[config.mk]
export PLATFORM = sky130hd
export DESIGN_NAME = ghash_engine_top
export DESIGN_NICKNAME = d
export VERILOG_FILES = /design/src/source/ghash_pkg.sv /design/src/source/ghash_block_framer.sv /design/src/source/ghash_block_fifo.sv /design/src/source/ghash_accumulator.sv /design/src/source/ghash_engine_top.sv
export VERILOG_INCLUDE_DIRS = /design/src /design/src/include
export SDC_FILE = /design/constraint.sdc
export NUM_CORES = 2
export LEC_CHECK = 0
export BUFFER_PORTS_ARGS = -buffer_cell sky130_fd_sc_hd__buf_2
export CAP_MARGIN = 5
export CORE_ASPECT_RATIO = 1.5
export CORE_MARGIN = 2
export CORE_UTILIZATION = 44
export CTS_BUF_LIST = sky130_fd_sc_hd__clkbuf_8
export DETAILED_ROUTE_END_ITERATION = 6
export HOLD_SLACK_MARGIN = 0.12
export SETUP_SLACK_MARGIN = 0.2
export SYNTH_ARGS = -nofsm -noshare
export SYNTH_HDL_FRONTEND = slang
export SYNTH_SLANG_ARGS = --single-unit
[constraint.sdc]
create_clock -name clk -period 25.9 [get_ports clk]
set_input_delay 0 -clock clk [delete_from_list [all_inputs] [get_ports clk]]
set_output_delay 0 -clock clk [all_outputs]
set_load 0.02 [all_outputs]
[src/include/ghash_config.svh]
`ifndef GHASH_CONFIG_SVH
`define GHASH_CONFIG_SVH

// --------------------------------------------------
// GHASH engine sizing
// --------------------------------------------------

// One GCM block, also one GF(2^128) element
`define GHASH_BLOCK_W 128

// Bit-length field of the GCM lengths block
`define GHASH_LEN_W 64

// Byte enables per stream beat
`define GHASH_KEEP_W 16

// Framed blocks buffered between framer and accumulator
`define GHASH_FIFO_DEPTH 4

`endif

[src/source/ghash_pkg.sv]
`include "ghash_config.svh"

package ghash_pkg;

    // --------------------------------------------------
    // Vector types
    // --------------------------------------------------

    // Bit 127 is the first bit of the block in GCM order
    typedef logic [`GHASH_BLOCK_W-1:0] gf_block_t;
    typedef logic [`GHASH_LEN_W-1:0]   bit_len_t;
    // keep[i] gates bits 8i+7..8i
    typedef logic [`GHASH_KEEP_W-1:0]  byte_keep_t;

    // --------------------------------------------------
    // Stream and block records
    // --------------------------------------------------

    // Input beat, shared by the AAD and ciphertext streams
    typedef struct packed {
        gf_block_t  data;
        byte_keep_t keep;
        logic       last;
    } stream_beat_t;

    // Block handed to the accumulator
    typedef struct packed {
        gf_block_t data;
        logic      first;
        logic      last;
    } framed_block_t;

    // Framer sequencing
    typedef enum logic [1:0] {
        PH_IDLE,
        PH_AAD,
        PH_CT,
        PH_LEN
    } frame_phase_t;

endpackage

[src/source/ghash_block_framer.sv]
`timescale 1ns/100ps

`include "ghash_config.svh"

module ghash_block_framer
    import ghash_pkg::*;
(
    input  logic          clk,
    input  logic          rst_n,
    input  logic          start,
    input  bit_len_t      len_aad_bits,
    input  bit_len_t      len_ct_bits,
    input  stream_beat_t  aad,
    input  logic          aad_valid,
    input  stream_beat_t  ct,
    input  logic          ct_valid,
    input  logic          push_ready,
    output logic          aad_ready,
    output logic          ct_ready,
    output framed_block_t push_blk,
    output logic          push_valid,
    output logic          framer_busy
);

    frame_phase_t phase_q;
    frame_phase_t phase_d;
    bit_len_t     len_aad_q;
    bit_len_t     len_ct_q;
    logic         first_q;
    logic         start_take;
    logic         aad_fire;
    logic         ct_fire;
    logic         push_fire;

    // Bytes with a low keep bit contribute zeros to the hash
    function automatic gf_block_t mask_bytes(input gf_block_t data, input byte_keep_t keep);
        gf_block_t masked;
        for (int i = 0; i < `GHASH_KEEP_W; i++) begin
            masked[8*i +: 8] = keep[i] ? data[8*i +: 8] : 8'h00;
        end
        return masked;
    endfunction

    // --------------------------------------------------
    // Handshakes
    // --------------------------------------------------
    assign start_take = start && (phase_q == PH_IDLE);
    assign aad_ready  = (phase_q == PH_AAD) && push_ready;
    assign ct_ready   = (phase_q == PH_CT) && push_ready;
    assign aad_fire   = aad_valid && aad_ready;
    assign ct_fire    = ct_valid && ct_ready;
    assign push_fire  = push_valid && push_ready;

    assign framer_busy = (phase_q != PH_IDLE);

    // --------------------------------------------------
    // Phase sequencing
    // --------------------------------------------------
    always_comb begin
        phase_d = phase_q;
        case (phase_q)
            PH_IDLE: begin
                // empty sections are skipped right away
                if (start_take) begin
                    if (len_aad_bits != '0) begin
                        phase_d = PH_AAD;
                    end else if (len_ct_bits != '0) begin
                        phase_d = PH_CT;
                    end else begin
                        phase_d = PH_LEN;
                    end
                end
            end
            PH_AAD: begin
                if (aad_fire && aad.last) begin
                    phase_d = (len_ct_q != '0) ? PH_CT : PH_LEN;
                end
            end
            PH_CT: begin
                if (ct_fire && ct.last) begin
                    phase_d = PH_LEN;
                end
            end
            PH_LEN: begin
                if (push_ready) begin
                    phase_d = PH_IDLE;
                end
            end
            default: begin
                phase_d = PH_IDLE;
            end
        endcase
    end

    always_ff @(posedge clk or negedge rst_n) begin
        if (!rst_n) begin
            phase_q   <= PH_IDLE;
            len_aad_q <= '0;
            len_ct_q  <= '0;
            first_q   <= 1'b0;
        end else begin
            phase_q <= phase_d;
            if (start_take) begin
                len_aad_q <= len_aad_bits;
                len_ct_q  <= len_ct_bits;
                first_q   <= 1'b1;
            end else if (push_fire) begin
                first_q <= 1'b0;
            end
        end
    end

    // --------------------------------------------------
    // Block formation
    // --------------------------------------------------
    always_comb begin
        push_valid     = 1'b0;
        push_blk       = '0;
        push_blk.first = first_q;
        case (phase_q)
            PH_AAD: begin
                push_valid    = aad_valid;
                push_blk.data = mask_bytes(aad.data, aad.keep);
            end
            PH_CT: begin
                push_valid    = ct_valid;
                push_blk.data = mask_bytes(ct.data, ct.keep);
            end
            PH_LEN: begin
                // GCM lengths block, AAD length in the upper half
                push_valid    = 1'b1;
                push_blk.data = {len_aad_q, len_ct_q};
                push_blk.last = 1'b1;
            end
            default: begin
            end
        endcase
    end

    // --------------------------------------------------
    // Checks
    // --------------------------------------------------

    // Host drops AAD once the framer has moved on to ciphertext or lengths
    assert property (@(posedge clk) disable iff (!rst_n)
        (phase_q == PH_CT || phase_q == PH_LEN) |-> !aad_valid)
        else $error("aad_valid high outside the AAD section");

    // Beats offered between messages would never reach the FIFO
    assert property (@(posedge clk) disable iff (!rst_n)
        (phase_q == PH_IDLE) |-> !(aad_valid || ct_valid))
        else $error("stream valid high while idle");

endmodule

[src/source/ghash_block_fifo.sv]
`timescale 1ns/100ps

`include "ghash_config.svh"

module ghash_block_fifo
    import ghash_pkg::*;
#(
    parameter int DEPTH = `GHASH_FIFO_DEPTH
)
(
    input  logic          clk,
    input  logic          rst_n,
    input  framed_block_t push_blk,
    input  logic          push_valid,
    input  logic          pop_ready,
    output logic          push_ready,
    output framed_block_t pop_blk,
    output logic          pop_valid
);

    localparam int PTR_W = (DEPTH > 1) ? $clog2(DEPTH) : 1;
    localparam int CNT_W = $clog2(DEPTH + 1);

    framed_block_t    mem [DEPTH];
    logic [PTR_W-1:0] wr_ptr;
    logic [PTR_W-1:0] rd_ptr;
    logic [CNT_W-1:0] count;
    logic             push_fire;
    logic             pop_fire;

    // Pointer advance with wrap for any depth
    function automatic logic [PTR_W-1:0] ptr_inc(input logic [PTR_W-1:0] ptr);
        if (ptr == PTR_W'(DEPTH - 1)) begin
            return '0;
        end
        return ptr + 1'b1;
    endfunction

    assign push_ready = (count != CNT_W'(DEPTH));
    assign pop_valid  = (count != '0);
    assign push_fire  = push_valid && push_ready;
    assign pop_fire   = pop_valid && pop_ready;

    // Head of queue is visible the cycle after its push
    assign pop_blk = mem[rd_ptr];

    always_ff @(posedge clk) begin
        if (push_fire) begin
            mem[wr_ptr] <= push_blk;
        end
    end

    always_ff @(posedge clk or negedge rst_n) begin
        if (!rst_n) begin
            wr_ptr <= '0;
            rd_ptr <= '0;
            count  <= '0;
        end else begin
            if (push_fire) begin
                wr_ptr <= ptr_inc(wr_ptr);
            end
            if (pop_fire) begin
                rd_ptr <= ptr_inc(rd_ptr);
            end
            case ({push_fire, pop_fire})
                2'b10:   count <= count + 1'b1;
                2'b01:   count <= count - 1'b1;
                default: count <= count;
            endcase
        end
    end

    // --------------------------------------------------
    // Checks
    // --------------------------------------------------

    // Overrun or underrun would leave the pointers skewed at full or empty
    assert property (@(posedge clk) disable iff (!rst_n)
        (count == '0 || count == CNT_W'(DEPTH)) |-> (wr_ptr == rd_ptr))
        else $error("FIFO pointers out of step with count");

    // Head entry waits unchanged until the accumulator takes it
    assert property (@(posedge clk) disable iff (!rst_n)
        (pop_valid && !pop_ready) |=> (pop_valid && $stable(pop_blk)))
        else $error("FIFO head changed before it was popped");

endmodule

[src/source/ghash_accumulator.sv]
`timescale 1ns/100ps

`include "ghash_config.svh"

module ghash_accumulator
    import ghash_pkg::*;
(
    input  logic          clk,
    input  logic          rst_n,
    input  gf_block_t     hash_key,
    input  framed_block_t pop_blk,
    input  logic          pop_valid,
    output logic          pop_ready,
    output gf_block_t     tag,
    output logic          tag_valid,
    output logic          msg_open
);

    localparam int CNT_W = $clog2(`GHASH_BLOCK_W);

    // Reduction constant, E1 followed by zeros
    localparam gf_block_t GF_R = {8'he1, {(`GHASH_BLOCK_W - 8){1'b0}}};

    typedef enum logic [1:0] {
        ACC_BOOT,
        ACC_IDLE,
        ACC_MUL
    } acc_state_t;

    acc_state_t       state_q;
    logic [CNT_W-1:0] bit_cnt_q;
    logic             last_q;
    logic             msg_open_q;
    gf_block_t        tag_q;
    logic             tag_valid_q;

    // Datapath: running hash, multiplier operand, Z, V and captured key
    gf_block_t        y_q;
    gf_block_t        x_q;
    gf_block_t        z_q;
    gf_block_t        v_q;
    gf_block_t        h_q;

    gf_block_t        z_next;
    gf_block_t        v_next;
    logic             pop_fire;
    logic             mul_done;

    assign pop_ready = (state_q == ACC_IDLE);
    assign pop_fire  = pop_valid && pop_ready;
    assign mul_done  = (state_q == ACC_MUL) && (bit_cnt_q == '1);

    // --------------------------------------------------
    // One step of the GCM multiply
    // --------------------------------------------------
    // Operand is walked from bit 127 down by shifting it left
    assign z_next = x_q[`GHASH_BLOCK_W-1] ? (z_q ^ v_q) : z_q;
    assign v_next = v_q[0] ? ((v_q >> 1) ^ GF_R) : (v_q >> 1);

    always_ff @(posedge clk) begin
        if (pop_fire) begin
            x_q <= pop_blk.first ? pop_blk.data : (y_q ^ pop_blk.data);
            v_q <= pop_blk.first ? hash_key : h_q;
            z_q <= '0;
            if (pop_blk.first) begin
                h_q <= hash_key;
            end
        end else if (state_q == ACC_MUL) begin
            x_q <= x_q << 1;
            v_q <= v_next;
            z_q <= z_next;
            if (mul_done) begin
                y_q <= z_next;
            end
        end
    end

    // --------------------------------------------------
    // Control
    // --------------------------------------------------
    always_ff @(posedge clk or negedge rst_n) begin
        if (!rst_n) begin
            state_q     <= ACC_BOOT;
            bit_cnt_q   <= '0;
            last_q      <= 1'b0;
            msg_open_q  <= 1'b0;
            tag_q       <= '0;
            tag_valid_q <= 1'b0;
        end else begin
            tag_valid_q <= 1'b0;
            case (state_q)
                ACC_BOOT: begin
                    state_q <= ACC_IDLE;
                end
                ACC_IDLE: begin
                    if (pop_fire) begin
                        state_q   <= ACC_MUL;
                        bit_cnt_q <= '0;
                        last_q    <= pop_blk.last;
                        if (pop_blk.first) begin
                            msg_open_q <= 1'b1;
                            tag_q      <= '0;
                        end
                    end
                end
                ACC_MUL: begin
                    bit_cnt_q <= bit_cnt_q + 1'b1;
                    if (mul_done) begin
                        state_q <= ACC_IDLE;
                        // lengths block done, Y is the tag
                        if (last_q) begin
                            tag_q       <= z_next;
                            tag_valid_q <= 1'b1;
                            msg_open_q  <= 1'b0;
                        end
                    end
                end
                default: begin
                    state_q <= ACC_IDLE;
                end
            endcase
        end
    end

    // A first block waiting at the FIFO head already opens the message
    assign msg_open  = msg_open_q || (pop_valid && pop_blk.first);
    assign tag       = tag_q;
    assign tag_valid = tag_valid_q;

    // Single-cycle tag strobe, value held afterwards
    assert property (@(posedge clk) disable iff (!rst_n)
        tag_valid |=> (!tag_valid && $stable(tag)))
        else $error("tag_valid longer than one cycle or tag moved");

endmodule

[src/source/ghash_engine_top.sv]
`timescale 1ns/100ps

`include "ghash_config.svh"

module ghash_engine_top
    import ghash_pkg::*;
(
    input  logic         clk,
    input  logic         rst_n,
    input  logic         start,
    input  bit_len_t     len_aad_bits,
    input  bit_len_t     len_ct_bits,
    input  gf_block_t    hash_key,
    input  stream_beat_t aad,
    input  logic         aad_valid,
    output logic         aad_ready,
    input  stream_beat_t ct,
    input  logic         ct_valid,
    output logic         ct_ready,
    output gf_block_t    tag,
    output logic         tag_valid,
    output logic         busy
);

    framed_block_t push_blk;
    logic          push_valid;
    logic          push_ready;
    framed_block_t pop_blk;
    logic          pop_valid;
    logic          pop_ready;
    logic          framer_busy;
    logic          msg_open;
    logic          start_ok;

    // --------------------------------------------------
    // Status
    // --------------------------------------------------
    assign busy     = framer_busy | msg_open;
    // Start is dropped while a message is still open
    assign start_ok = start & ~busy;

    ghash_block_framer u_framer (
        .clk          (clk),
        .rst_n        (rst_n),
        .start        (start_ok),
        .len_aad_bits (len_aad_bits),
        .len_ct_bits  (len_ct_bits),
        .aad          (aad),
        .aad_valid    (aad_valid),
        .ct           (ct),
        .ct_valid     (ct_valid),
        .push_ready   (push_ready),
        .aad_ready    (aad_ready),
        .ct_ready     (ct_ready),
        .push_blk     (push_blk),
        .push_valid   (push_valid),
        .framer_busy  (framer_busy)
    );

    ghash_block_fifo #(
        .DEPTH (`GHASH_FIFO_DEPTH)
    ) u_fifo (
        .clk        (clk),
        .rst_n      (rst_n),
        .push_blk   (push_blk),
        .push_valid (push_valid),
        .pop_ready  (pop_ready),
        .push_ready (push_ready),
        .pop_blk    (pop_blk),
        .pop_valid  (pop_valid)
    );

    ghash_accumulator u_accum (
        .clk       (clk),
        .rst_n     (rst_n),
        .hash_key  (hash_key),
        .pop_blk   (pop_blk),
        .pop_valid (pop_valid),
        .pop_ready (pop_ready),
        .tag       (tag),
        .tag_valid (tag_valid),
        .msg_open  (msg_open)
    );

endmodule

== Yosys cells after proc, flatten, opt, wreduce, memory -nomap -nowiden ==
Memory sizes are Yosys's and may differ from the RTL's.
Index checks and enable logic that the tools add are counted.
Widths: inputs -> output; s select.

* $add $sub $neg: 5
* Reduce and logical (&&, ||, !) cells: 28
* Mux-type cells: 82
* Bitwise logic cells: 7
* Equal/unequal tests: 19

{| class="wikitable"
|+ Operators by type and width
! cell !! count
|-
| $mux 128 || 12
|-
| $pmux 128 s3 || 1
|-
| $mux 8 || 32
|-
| $pmux 128 s2 || 1
|-
| $xor 128x128->128 || 2
|-
| $reduce_bool 64->1 || 3
|-
| $mux 2 || 11
|-
| $mux 1 || 18
|-
| $pmux 7 s2 || 1
|-
| $eq 2x2->1 const B || 6
|-
| $logic_and 1x1->1 || 11
|-
| $ne 2x1->1 const B || 5
|-
| $reduce_bool 2->1 || 5
|-
| $pmux 2 s4 || 1
|-
| $add 7x1->7 const B || 1
|-
| $eq 7x7->1 const B || 1
|-
| $mux 7 || 1
|-
| $eq 2x1->1 const B || 3
|-
| $ne 2x2->1 const B || 3
|-
| $pmux 3 s2 || 1
|-
| $reduce_and 2->1 || 3
|-
| $reduce_and 5->1 || 1
|-
| $add 2x1->2 const B || 2
|-
| $not 3->4 || 1
|-
| 14 further kinds || 15
|}

* Memories kept: 1
* Output and inout bits: 132
* Bits of input ports: 551
* Register bits: 918
* Bits in writable memories: 520
* Logic and storage cells: 160

{| class="wikitable"
|+ Memories
! name !! words !! bits a word !! read ports !! clocked after Yosys merged registers in !! write ports !! line !! source
|-
| u_fifo.mem || 4 || 130 || 1 || 0 || 1 || ghash_block_fifo.sv:24 || <nowiki>framed_block_t mem [DEPTH];</nowiki>
|}

== Longest topological paths before layout ==
* Word-level depth: 9
* Mapped depth: 12
* Mapped depth without buffers: 11

== Modules after synthesis ==
Synthesis repeated with hierarchy kept, for this count alone.

* Cell total of the unflattened synthesis: 4,365
* Area total of the unflattened synthesis: 60,459.2 sq um

{| class="wikitable"
|+ Modules (own cells, without submodules)
! module !! area an instance (sq um) !! cells each !! sequential area each (sq um) !! instances
|-
| ghash_accumulator || 33,631.0 || 2,920 || 21,440.6 || 1
|-
| ghash_block_fifo || 19,189.7 || 721 || 15,790.1 || 1
|-
| ghash_block_framer || 7,624.8 || 722 || 3,278.1 || 1
|-
| ghash_engine_top || 13.8 || 2 || 0.0 || 1
|}

== Least setup slack after synthesis ==
No wires, ideal clock.

* Path type: register to register
* From: register u_accum.state_q[0]
* To: register u_accum.tag_q[77], in the netlist u_accum.tag[77]
* Arrival: 9,422 ps
* Period minus slack after synthesis: 9,550 ps
* Path buffers: 4
* Cell stages (with the launch flop): 10
* Library setup time: 128 ps
* Data required time: 25,772 ps
* Slack: 16,350 ps
* Cells stage by stage: dfrtp_1 -> nand2b_1 -> clkbuf_1 -> nor4_2 -> o22ai_2 -> buf_6 -> buf_6 -> buf_4 -> nand2_1 -> o21ai_0

* Cells in the longest elaborated chain, start to end: 4
* Elaborated cells between the ends (all ways): 11
* Those cells by class: eq/ne: 6; mux: 1; reduce/logical: 4

{| class="wikitable"
|+ Ends and longest elaborated chain
! element !! line !! source
|-
| start: declaration || ghash_accumulator.sv:30 || <nowiki>acc_state_t state_q;</nowiki>
|-
| start signal: assignment || ghash_accumulator.sv:83 || <nowiki>state_q <= ACC_BOOT;</nowiki>
|-
| start signal: assignment || ghash_accumulator.sv:93 || <nowiki>state_q <= ACC_IDLE;</nowiki>
|-
| start signal: assignment || ghash_accumulator.sv:97 || <nowiki>state_q <= ACC_MUL;</nowiki>
|-
| $eq 2x2->1 or $eq 2x1->1 (tied branches) || ghash_accumulator.sv:51, ghash_accumulator.sv:91, ghash_accumulator.sv:49 ||
|-
| $logic_and 1x1->1 (on tied branches) || ghash_accumulator.sv:51, ghash_accumulator.sv:50 ||
|-
| $ne 2x1->1 (no source line) or $ne 2x2->1 (tied branches) || n/a ||
|-
| $reduce_and 5->1 (no source line) || n/a ||
|-
| end signal: assignment || ghash_accumulator.sv:112 || <nowiki>tag_q <= z_next;</nowiki>
|-
| end: declaration || ghash_accumulator.sv:34 || <nowiki>gf_block_t tag_q;</nowiki>
|}

Parallel ways exist; a longest one is shown, timed or not.
A chain may end at the register's enable or synchronous reset.

== Worst setup path after layout ==
* From: register u_framer.phase_q[0]
* To: memory u_fifo.mem[2][67] in the netlist's numbering, enable pin

* Cells in the longest elaborated chain, start to end: 5
* Elaborated cells between the ends (all ways): 7
* Those cells by class: eq/ne: 3; mux: 3; reduce/logical: 1

{| class="wikitable"
|+ Ends and longest elaborated chain
! element !! line !! source
|-
| start: declaration || ghash_block_framer.sv:25 || <nowiki>frame_phase_t phase_q;</nowiki>
|-
| start signal: assignment || ghash_block_framer.sv:102 || <nowiki>phase_q <= phase_d;</nowiki>
|-
| $eq 2x2->1 or $eq 2x1->1 (tied branches) || ghash_block_framer.sv:120 || <nowiki>case (phase_q)</nowiki>
|-
| $pmux 1 s3 * || ghash_block_framer.sv:120 ||
|-
| $logic_and 1x1->1 * || ghash_block_fifo.sv:41 || <nowiki>assign push_fire = push_valid && push_ready;</nowiki>
|-
| $mux 1 * || ghash_block_fifo.sv:48 || <nowiki>if (push_fire) begin</nowiki>
|-
| $mux 1 (not written as such) * || ghash_block_fifo.sv:49 || <nowiki>mem[wr_ptr] <= push_blk;</nowiki>
|-
| end: declaration || ghash_block_fifo.sv:24 ||
|}

Mark *: on every way between the ends. The rest lies on a longest branch, timed or not.

==> results.cfg <==
[worst_setup_path]
cp_max_fo = 65
start_kind = flip-flop
critPathArrivalTime_ns = 5.29
worstPathRequired_ns = 26.43
setup.worst_path.end_class = flip-flop
worst-setup-path-type = flip-flop to flip-flop

[grt]
first_global_vias = 43000
grt_usage_pct = 28.1
grt_pass1_wl_mm = 280
overflow = 0
antenna_found_initial = 31
grt_max_degree = 212

[yosys]
yosysWarnings = 0
syn_nets = 4914
synth-edff-count = 1032
seq_area_frac_synth_pct = 68.7
synth_ff_type = edfxtp_1
postSynthAreaPerCell_sq_um = 13.6
syn_inst = 4350
synth_seq_cells = 1438
async_flop_share_pct = 19.3
syn_area_sq_um = 59000
ys_types = 51

[cells_and_area]
fillers = 10800
final_nets = 6471
final_cell_count_no_fill = 7860
final_cell_mix = nand2_1, edfxtp_1, dlygate4sd3_1, buf_2, dfrtp_1
drive_gt1_share_pct = 22.1
multi_input_area_sq_um = 17300
mostFrequentLayoutCell = nand2_1
area_delta_synth_final_pct = 30.5
layout.area.seq_sq_um = 40500

[placement]
post-dp-hpwl_mm = 126
dpl.cell_count = 6556
port_buffers = 682
gp_congestion = 0.912

[detailed_routing]
vias = 42200
drt_iter0_markers = 4875
drt_pre_antenna_iters = 7
drc_errors = 291
wl_mm = 195
drt-wirelength-per-cell_um = 24.8
routed_via_density = 5.37
drtAntennaViolNets = 0

[clock_network]
clockRootBuffer = clkbuf_8
path_clk_slew_ns = 0.07
clkLatencyLatePin_ns = 0.92
cts_hold_buffers = 882
cts_buffers = 210
cts_tree = yes
cts_resized = 0
clockBufferDepth = 3
htree_levels = 4
cts_sinks = 1438
postCtsSetupBuffers = 0

[floorplanning]
fp.dieW_um = 303
dieArea_sq_um = 137000
start_util_pct = 44.3
dieHeight_um = 452
core_region_area_sq_um = 133000
rows = 164
floorplan.io_pins = 683

[timing]
rsz0062_at_grt = no
fin_setup_tns_ns = 0
period_share_pct = 18.4
timing_worst_slew_pin_value_ns = 1.14
fmax_ghz = 0.210
holdWs_ns = 0.220
setup_violations = 0
fin_crit_ns = 4.76
drv_slew = 0
hold_violations = 0
max_slew_margin_pct = 24.1
skew_ns = 0.0513

[power_and_ir_drop]
total_power_mw = 9.74
power_density_nw_per_um2 = 126
p_leak_nw = 30.6
vdd_drop_max_mv = 0.159

[outcome]
violations = DRC
status = finished, violations left

[job]
cap_viol_max_count = 0

[worst_hold_path]
hp-class = primary input to flip-flop
Yosys cell counts, types with 2 or more instances:
library cell | number | area share (%)
buf_2 | 36 | 0.31
o21ai_1 | 105 | 0.89
mux4_2 | 130 | 5.0
nor4b_1 | 2 | 0.030
or3_1 | 2 | 0.021
mux2_1 | 76 | 1.5
a222oi_1 | 128 | 2.2
clkbuf_1 | 162 | 1.0
ha_1 | 12 | 0.25
edfxtp_1 | 1032 | 53
nor3_1 | 8 | 0.068
and2_1 | 31 | 0.33
inv_1 | 15 | 0.095
clkbuf_2 | 8 | 0.068
dfrtp_1 | 278 | 12
mux2i_1 | 2 | 0.034
a21oi_1 | 2 | 0.017
buf_6 | 13 | 0.25
o21ai_0 | 166 | 1.4
nor2_1 | 137 | 0.87
a221oi_1 | 2 | 0.030
nand3_1 | 4 | 0.034
xnor2_1 | 132 | 2.0
nand2_1 | 1293 | 8.2
dfxtp_1 | 128 | 4.3
nor2b_1 | 3 | 0.032
buf_4 | 15 | 0.19
xor2_1 | 130 | 1.9
mux2_2 | 181 | 3.5
nand4_1 | 11 | 0.12
nor4_1 | 45 | 0.48
a21o_1 | 4 | 0.051
and2_0 | 6 | 0.064
nand2b_1 | 4 | 0.042
buf_1 | 31 | 0.20
state kept, by name, summed over array words and instances, names as in the netlist, 64 cells and up:
| signal | flops |
|---|---|
| u_fifo.mem | 520 |
| u_accum.h_q | 128 |
| u_accum.tag | 128 |
| u_accum.v_q | 128 |
| u_accum.x_q | 128 |
| u_accum.y_q | 128 |
| u_accum.z_q | 128 |
| u_framer.len_aad_q | 64 |
| u_framer.len_ct_q | 64 |
critical path: stages, from the launching register on:
cell and delay, ns:
dfrtp_1 0.45, ha_4 0.45, a221oi_1 0.11, dlygate4sd3_1 0.59, nor3_1 0.64, and2_4 0.51, buf_4 0.84, buf_4 0.71
metrics by stage:
stage	utilization, %	setup WS, ns	cell area, sq um
2_1_floorplan	-	16.35	59000
3_3_place_gp	48.0	21.30	63900
3_5_place_dp	48.0	21.23	63900
4_1_cts	57.8	21.08	76900
5_1_grt	57.8	20.87	77000
6_report	57.8	21.14	77000
final timing paths:
path	start	to	slack [ns]	cells past startpoint
setup / recovery	u_framer.phase_q[0]	u_fifo.mem[2][67]	21.14	7
hold / removal	ct[126]	u_fifo.mem[2][111]	0.22	4
setup reg to reg	u_framer.phase_q[0]	u_fifo.mem[2][67]	21.14	7
hold reg to reg	u_accum.z_q[1]	u_accum.z_q[1]	0.45	2
max in group asynchronous	rst_n	u_fifo.rd_ptr[1]	24.61	4
min in group asynchronous	rst_n	u_framer.len_ct_q[43]	0.31	4
cell families after synthesis:
| family | synth area share, % |
|---|---|
| fa+ha+maj | 0.289 |
| xor+xnor | 3.89 |
| buf+inv | 2.14 |
| compound gates | 4.68 |
| flops | 68.7 |
| simple gates | 10.4 |
| mux | 9.90 |
cell type report:
| type | count | area share (%) |
|---|---|---|
| Timing Repair Buffer | 1610 | 16.5 |
| Tap cell | 1743 | 2.83 |
| Sequential cell | 1438 | 52.6 |
| Inverter | 16 | 0.0975 |
| Clock buffer | 227 | 4.06 |
| Clock inverter | 170 | 1.35 |
| Antenna cell | 25 | 0.0812 |
| Multi-Input combinational cell | 2631 | 22.5 |
power by group:
part	internal, mW	switching (mW)	total, mW
logic	1.37	2.38	3.75
registers	3.70	0.462	4.16
clock network	0.920	0.905	1.82
total	5.99	3.75	9.74
routing by layer:
metal	track usage, %	wire (um)	share of wire (%)	vias up
met1	34.1	74200	38	20900
met5	0	55	0.028	-
met2	47.9	96600	50	2022
met4	12.5	9380	4.8	8
met3	6.35	14500	7.4	482
li1	-	-	-	18800
No activity file was read; power rests on OpenSTA's default activity.
